--- src/logic/corr_pkg.sv ---
// ============================================================================
// Shared definitions for the correlator configuration front end.
// Holds the line count, the command opcodes, the reset values and the
// packed structs passed between the decoder, the line banks and readout.
// Design files import it inside the module body.
// ============================================================================

package corr_pkg;

	localparam int num_lines  = 4;
	localparam int line_idx_w = 8;

	// Command opcodes, carried in the low nibble of a command byte.
	localparam logic [3:0] op_clear          = 4'd0;
	localparam logic [3:0] op_set_line       = 4'd1;
	localparam logic [3:0] op_set_baud       = 4'd3;
	localparam logic [3:0] op_set_voltage    = 4'd4;
	// Delay covers 8 to 11, matched on the upper two opcode bits.
	localparam logic [3:0] op_set_delay      = 4'd8;
	localparam logic [3:0] op_enable_test    = 4'd12;
	localparam logic [3:0] op_enable_capture = 4'd13;

	localparam logic [23:0] rst_increment = 24'd1;
	localparam logic [23:0] rst_cross_len = 24'd1023;
	localparam logic [23:0] rst_auto_len  = 24'd1;

	typedef enum logic [2:0] {
		wr_none,
		wr_clear,
		wr_voltage,
		wr_delay,
		wr_test
	} write_kind_t;

	// One decoded line command, seen by every bank.
	typedef struct packed {
		write_kind_t           kind;
		logic [line_idx_w-1:0] line;
		logic [1:0]            slot;
		logic [3:0]            value;
		logic                  extra;
	} line_write_t;

	typedef struct packed {
		logic [7:0]  voltage_pwm;
		logic [7:0]  test;
		logic [23:0] cross_increment;
		logic [23:0] cross_len;
		logic [23:0] cross_start;
		logic [23:0] auto_increment;
		logic [23:0] auto_len;
		logic [23:0] auto_start;
	} line_cfg_t;

	typedef struct packed {
		logic [3:0] baud_rate;
		logic [7:0] order;
		logic [7:0] current_line;
		logic       integrating;
		logic       external_clock;
		logic       timestamp_reset;
		logic       extra_commands;
	} global_cfg_t;

	localparam line_cfg_t rst_line_cfg = '{
		voltage_pwm:     8'd0,
		test:            8'd0,
		cross_increment: rst_increment,
		cross_len:       rst_cross_len,
		cross_start:     24'd0,
		auto_increment:  rst_increment,
		auto_len:        rst_auto_len,
		auto_start:      24'd0
	};

	localparam global_cfg_t rst_global_cfg = '{
		baud_rate:       4'd0,
		order:           8'd0,
		current_line:    8'd0,
		integrating:     1'b0,
		external_clock:  1'b0,
		timestamp_reset: 1'b1,
		extra_commands:  1'b0
	};

endpackage

--- src/logic/cmd_decoder.sv ---
// ============================================================================
// Command decoder of the configuration front end.
// Takes one strobed command byte per cmd_valid cycle. Global commands update
// the capture settings and the line pointer. Line commands leave as one
// registered line write that every bank sees on the following cycle.
// ============================================================================

module cmd_decoder (
	input  logic                    clk,
	input  logic                    rst,
	input  logic [7:0]              cmd,
	input  logic                    cmd_valid,
	output corr_pkg::global_cfg_t   global_cfg,
	output corr_pkg::line_write_t   line_write
);

	import corr_pkg::*;

	logic [3:0]  opcode;
	logic [3:0]  arg;
	logic        is_delay;
	line_write_t line_write_d;

	assign opcode = cmd[3:0];
	assign arg    = cmd[7:4];

	// Delay commands occupy a block of four opcodes; low bits pick the digit.
	assign is_delay = (opcode[3:2] == op_set_delay[3:2]);

	// Build the next line write. The line and the set selector always follow
	// the global state seen on this edge.
	always_comb begin
		line_write_d       = '0;
		line_write_d.kind  = wr_none;
		line_write_d.line  = global_cfg.current_line;
		line_write_d.extra = global_cfg.extra_commands;
		if (cmd_valid) begin
			if (is_delay) begin
				line_write_d.kind  = wr_delay;
				line_write_d.slot  = opcode[1:0];
				line_write_d.value = {1'b0, arg[2:0]};
			end else begin
				case (opcode)
					op_clear: begin
						line_write_d.kind = wr_clear;
					end
					op_set_voltage: begin
						line_write_d.kind  = wr_voltage;
						line_write_d.slot  = arg[3:2];
						line_write_d.value = {2'b00, arg[1:0]};
					end
					op_enable_test: begin
						line_write_d.kind  = wr_test;
						line_write_d.value = arg;
					end
					default: begin
						line_write_d.kind = wr_none;
					end
				endcase
			end
		end
	end

	always_ff @(posedge clk) begin
		if (rst) begin
			line_write <= '0;
		end else begin
			line_write <= line_write_d;
		end
	end

	// Global settings and the line pointer.
	always_ff @(posedge clk) begin
		if (rst) begin
			global_cfg <= rst_global_cfg;
		end else if (cmd_valid) begin
			case (opcode)
				op_set_line: begin
					global_cfg.current_line[{arg[3:2], 1'b0} +: 2] <= arg[1:0];
				end
				op_set_baud: begin
					// Extra mode reuses this opcode to fill the order field.
					if (global_cfg.extra_commands) begin
						global_cfg.order[{arg[3:2], 1'b0} +: 2] <= arg[1:0];
					end else begin
						global_cfg.baud_rate <= arg;
					end
				end
				op_enable_capture: begin
					global_cfg.integrating     <= arg[0];
					global_cfg.external_clock  <= arg[1];
					global_cfg.timestamp_reset <= arg[2];
					global_cfg.extra_commands  <= arg[3];
				end
				default: begin
				end
			endcase
		end
	end

endmodule

--- src/logic/line_config.sv ---
// ============================================================================
// Register bank of one correlator line.
// Watches the shared line write and applies those addressed to line_index.
// Delay digits land in the half and the set picked by the bank's own test
// bits and by the extra flag carried with the write.
// ============================================================================

module line_config #(
	parameter int line_index = 0
) (
	input  logic                  clk,
	input  logic                  rst,
	input  corr_pkg::line_write_t line_write,
	output corr_pkg::line_cfg_t   cfg
);

	import corr_pkg::*;

	logic       hit;
	logic [1:0] delay_target;
	logic [4:0] half_base;
	logic [4:0] digit_pos;
	logic [2:0] digit;

	assign hit = (line_write.line == line_idx_w'(line_index));

	// Test bits 6:5 pick increment, length or start; bit 4 picks the half.
	assign delay_target = cfg.test[6:5];
	assign half_base    = cfg.test[4] ? 5'd12 : 5'd0;
	assign digit_pos    = half_base + 5'(line_write.slot) * 5'd3;
	assign digit        = line_write.value[2:0];

	always_ff @(posedge clk) begin
		if (rst) begin
			cfg <= rst_line_cfg;
		end else if (hit) begin
			case (line_write.kind)
				wr_clear: begin
					cfg.cross_start <= '0;
					cfg.auto_start  <= '0;
				end
				wr_voltage: begin
					cfg.voltage_pwm[{line_write.slot, 1'b0} +: 2] <= line_write.value[1:0];
				end
				wr_test: begin
					cfg.test[{line_write.extra, 2'b00} +: 4] <= line_write.value;
				end
				wr_delay: begin
					case (delay_target)
						2'd0: begin
							if (line_write.extra) begin
								cfg.auto_increment[digit_pos +: 3] <= digit;
							end else begin
								cfg.cross_increment[digit_pos +: 3] <= digit;
							end
						end
						2'd1: begin
							if (line_write.extra) begin
								cfg.auto_len[digit_pos +: 3] <= digit;
							end else begin
								cfg.cross_len[digit_pos +: 3] <= digit;
							end
						end
						2'd2: begin
							if (line_write.extra) begin
								cfg.auto_start[digit_pos +: 3] <= digit;
							end else begin
								cfg.cross_start[digit_pos +: 3] <= digit;
							end
						end
						default: begin
							// Modes 6 and 7 select nothing.
						end
					endcase
				end
				default: begin
				end
			endcase
		end
	end

endmodule

--- src/logic/cfg_readout.sv ---
// ============================================================================
// Readout of one line's configuration for the sampling logic.
// rd_line picks a bank; its settings appear on rd_cfg one cycle later.
// ============================================================================

module cfg_readout (
	input  logic                clk,
	input  logic                rst,
	input  corr_pkg::line_cfg_t line_cfgs [corr_pkg::num_lines],
	input  logic [1:0]          rd_line,
	output corr_pkg::line_cfg_t rd_cfg
);

	import corr_pkg::*;

	// Register after the mux so the wide select stays out of the sampler path.
	always_ff @(posedge clk) begin
		if (rst) begin
			rd_cfg <= rst_line_cfg;
		end else begin
			rd_cfg <= line_cfgs[rd_line];
		end
	end

endmodule

--- src/logic/corr_config_top.sv ---
// ============================================================================
// Top level of the correlator configuration front end.
// Connects the command decoder, one register bank per line and the readout.
// Commands enter as strobed bytes; settings leave on global_cfg and rd_cfg.
// ============================================================================

module corr_config_top (
	input  logic                  clk,
	input  logic                  rst,
	input  logic [7:0]            cmd,
	input  logic                  cmd_valid,
	input  logic [1:0]            rd_line,
	output corr_pkg::global_cfg_t global_cfg,
	output corr_pkg::line_cfg_t   rd_cfg
);

	import corr_pkg::*;

	line_write_t line_write;
	line_cfg_t   line_cfgs [num_lines];

	cmd_decoder decoder_i (
		.clk        (clk),
		.rst        (rst),
		.cmd        (cmd),
		.cmd_valid  (cmd_valid),
		.global_cfg (global_cfg),
		.line_write (line_write)
	);

	// One bank per line, each matching its own index.
	for (genvar i = 0; i < num_lines; i++) begin : g_line
		line_config #(
			.line_index (i)
		) line_i (
			.clk        (clk),
			.rst        (rst),
			.line_write (line_write),
			.cfg        (line_cfgs[i])
		);
	end

	cfg_readout readout_i (
		.clk        (clk),
		.rst        (rst),
		.line_cfgs  (line_cfgs),
		.rd_line    (rd_line),
		.rd_cfg     (rd_cfg)
	);

endmodule

--- config.mk ---
export PLATFORM = sky130hd
export DESIGN_NAME = corr_config_top
export DESIGN_NICKNAME = d
export VERILOG_FILES = /design/src/logic/corr_pkg.sv /design/src/logic/cmd_decoder.sv /design/src/logic/line_config.sv /design/src/logic/cfg_readout.sv /design/src/logic/corr_config_top.sv
export SDC_FILE = /design/constraint.sdc
export NUM_CORES = 2
export LEC_CHECK = 0
export ABC_AREA = 1
export CAP_MARGIN = 20
export CORE_MARGIN = 1
export CORE_UTILIZATION = 40
export CTS_BUF_LIST = sky130_fd_sc_hd__clkbuf_4 sky130_fd_sc_hd__clkbuf_8
export DETAILED_ROUTE_END_ITERATION = 10
export DONT_BUFFER_PORTS = 1
export MAX_ROUTING_LAYER = met4
export PLACE_DENSITY = 0.53
export SYNTH_ARGS = -nofsm -noshare
export SYNTH_HDL_FRONTEND = slang
export SYNTH_SLANG_ARGS = --single-unit
export TNS_END_PERCENT = 100
--- constraint.sdc ---
create_clock -name clk -period 3.65 [get_ports clk]
set_input_delay 0.5475 -clock clk [delete_from_list [all_inputs] [get_ports clk]]
set_output_delay 0.5475 -clock clk [all_outputs]
set_load 0.01 [all_outputs]
==> implementation parameters <==
Parameter                              Value

Status
  Outcome    finished, final reports clean

Clocking
  Post-CTS clock slew at the launch and capture registers of the worst setup and hold paths    0.06 ns
  Number of buffers inserted during clock tree synthesis    150
  Maximum clock insertion buffer count    3
  Clock latency of the later-clocked register in the worst-skew pair    0.88 ns
  Count of H-tree levels built during CTS    4
  Clock tree from TritonCTS    yes
  Clk sinks    842
  Clock Root Buffer    clkbuf_8

Worst hold path
  Kind of path behind the tightest hold check    in2reg
  Worst hold path cell count    4

Cells and area
  Area growth from synthesis to layout    19.77%
  Non-filler instance count after layout    7,388
  Layout Nets    6,025
  Area of all placed cells without fillers    47,260 um^2
  Fraction of final layout cells with drive strength greater than 1    11.01%

Worst setup path
  Critical path required time    4.46 ns
  Levels on crit path    9
  Cell at the slowest stage of the critical path    clkinv_2
  Buffers plus inverters on the worst setup path    4
  Type of destination of the critical path    register
  Crit-path cells    inv_2, nor2_4, nand2_4, inv_4, nand4_2, clkinv_2, nand3_1, a21oi_1, dlygate4sd3_1
  Signal arrival time at the worst endpoint    4.39 ns
  Delay contributed by the slowest stage of the critical path    0.74 ns
  CP top delay family    buffers and inverters
  Peak fanout along the critical path    25
  Start-to-end type of the worst setup path    reg2reg
  Cell count of the worst reg-to-reg path    9
  Startpoint type of the worst setup path    register

Place
  Cell total after placement    6,831
  Worst slack, placed    0.3226 ns
  Number of I/O port buffers    0
  Detail Placement HPWL    134,600 um
  Last weighted congestion value of the routability-driven placer    1.071
  Area of placed instances    41,010 um^2

STA
  F_max    279.9 MHz
  Pin slew with the least headroom to its limit    1.106 ns
  Final-report hold violation count    0
  Worst Hold Margin    0.05927 ns
  Final setup margin    0.07680 ns
  Pins over their slew limit    0
  Final count of negative-setup-slack endpoints    0
  Tcrit/Tclk final    97.90%
  Worst clock skew    0.05030 ns
  RSZ-0062 raised after global routing    yes
  Shortest clock period the worst path allows after layout    3.573 ns
  Relative slew slack    25.49%

Yosys
  Syn nets    5,772
  Post-synthesis cell type count    52
  Average instance area after synthesis    6.886 um^2
  Top FF cell, synth    dfxtp_1
  Netlist Area Pre-Place    39,460 um^2
  Part of the Yosys area used for sequential elements    42.72%
  Syn. warnings    0
  Number of synthesized flops with an enable pin    0
  Synthesized instance count    5,730
  Fraction of synthesis flops using an asynchronous set or reset pin    0%
  Number of flip-flops and latches in the synthesized netlist    842

Floorplan
  Number of top-level design ports    197
  Placement row count    114
  Core Footprint    97,140 um^2
  Horizontal die dimension    316.1 um
  Die footprint    99,900 um^2
  Starting density of the core    40.62%
  Y dimension of the die    316.1 um

Pwr
  Peak supply drop    436.7 uV
  Power per Cell Area    434.0 nW/um^2
  Leakage Power    18.34 nW

Detailed routing
  Initial DRT Pass Iterations    6
  DRC violations left    0
  Antenna Violating Nets Remaining    0
  Vias per cell    5.806
  Total vias in the final route    42,890
  Final WL    196,100 um
  Avg WL per Cell    26.55 um
  DRC violation total after the first TritonRoute iteration    5,949

Global route
  Initial antenna violation count    26
  Vias in the first global route    37,670
  Pin count of the biggest net entering global routing    379
  Aggregate global-route resource usage    39.48%
  First-pass GRT wire length    274,600 um
  Global-route congestion overflow total    0

Job
  Max-Cap Viols    0
-- worst min-delay path, stage by stage --
cell and delay, ns:
nor3_1 0.03, inv_1 0.06, nor2_1 0.10, a21oi_1 0.15
-- state kept, by name, summed over array words and instances, names as in the netlist --
register,flops
decoder_i.line_write,18
decoder_i.global_cfg,24
g_line.line_i.cfg,640
readout_i.rd_cfg,160
-- cell usage after synthesis, types with 17 or more instances --
| cell | instances | area, um^2 |
|---|---|---|
| o211ai_1 | 67 | 503.0 |
| o21ai_0 | 595 | 2978 |
| nand2_2 | 49 | 306.5 |
| nor2_1 | 736 | 2763 |
| nand2_1 | 1054 | 3956 |
| o21ai_1 | 26 | 130.1 |
| inv_1 | 397 | 1490 |
| buf_2 | 60 | 300.3 |
| dfxtp_1 | 842 | 16860 |
| buf_1 | 31 | 116.4 |
| nand4_1 | 83 | 519.3 |
| ha_1 | 29 | 362.9 |
| a21oi_1 | 788 | 3944 |
| inv_2 | 39 | 146.4 |
| clkbuf_1 | 238 | 893.4 |
| nor3_1 | 276 | 1381 |
| nor2_4 | 17 | 191.4 |
| nand3_1 | 254 | 1271 |
| nor2_2 | 20 | 125.1 |
| a211oi_1 | 18 | 135.1 |
-- placed cells by master (no fill, tap or decap), types with 23 or more instances in the layout --
cell	netlist	final
nand4_1	83	83
nand2_1	1054	1046
nand2_2	49	53
clkbuf_4	0	39
nand3_1	254	254
clkinv_2	0	23
nor3_1	276	271
nor2_1	736	724
ha_1	29	27
buf_4	11	181
inv_1	397	389
dfxtp_1	842	840
o21ai_0	595	593
o21ai_1	26	28
o211ai_1	67	67
a21oi_1	788	788
clkbuf_8	0	185
inv_2	39	42
dlygate4sd3_1	0	255
nor2_4	17	24
nor2_2	20	25
-- final cells by class --
cell class / count / area, um^2
repair buffers: 448 / 4150
fillers: 9899 / 49880
clock inverters: 41 / 444.2
flip-flops and latches: 842 / 16860
well taps: 1276 / 1597
diodes: 16 / 40.04
inverters: 446 / 1710
clock buffers: 224 / 2839
multi-input cells: 4095 / 19620
-- final timing paths --
| check | slack [ns] | from | endpoint |
|---|---|---|---|
| setup / recovery | 0.08 | decoder_i.line_write[16]$_SDFF_PP0_ | g_line[1].line_i.cfg[41]$_SDFFE_PP0P_ |
| hold reg to reg | 0.44 | g_line[0].line_i.cfg[153]$_SDFFE_PP0P_ | g_line[0].line_i.cfg[153]$_SDFFE_PP0P_ |
| hold / removal | 0.06 | cmd[1] | decoder_i.global_cfg[0]$_SDFFE_PP0P_ |
| setup reg to reg | 0.08 | decoder_i.line_write[16]$_SDFF_PP0_ | g_line[1].line_i.cfg[41]$_SDFFE_PP0P_ |
-- through the flow --
step / total power, mW / util [%] / setup TNS, ns
after detailed placement: 10.70 / 42.22 / 0
after CTS: 20.53 / 48.28 / 0
after global routing: 21.06 / 48.64 / -0.02036
after global placement: 10.71 / 42.21 / 0
final: 20.51 / 48.65 / 0
after floorplan: 10.35 / - / 0
-- metal layers --
layer  GRT usage, %  vias up  wire [um]
met5              -        -          0
met4          20.09        0      10520
met3          8.751      417      21950
met2          55.59     2582      81960
met1          52.68    20260      81700
li1               -    19640          -
-- where the power goes --
group | internal, mW | switching (mW)
logic | 0.329 | 0.944
registers | 9.29 | 0.116
clock network | 5.50 | 4.33
total | 15.1 | 5.39
-- kinds of logic after synthesis --
| logic type | synth area share [%] |
|---|---|
| buffers and inverters | 8.004 |
| AOI/OAI and AO/OA | 20.41 |
| adders and majority gates | 0.9196 |
| DFF | 42.72 |
| and+or+nand+nor | 27.95 |
-- what timing repair did --
| item | CTS | global route |
|---|---|---|
| setup endpoints to repair | 0 | 129 |
| gates resized for setup | 0 | 47 |
| hold buffers | 257 | 0 |
| hold endpoints to repair | 459 | 0 |
| setup buffers | 0 | 18 |
(Power assumes the default switching activity.)
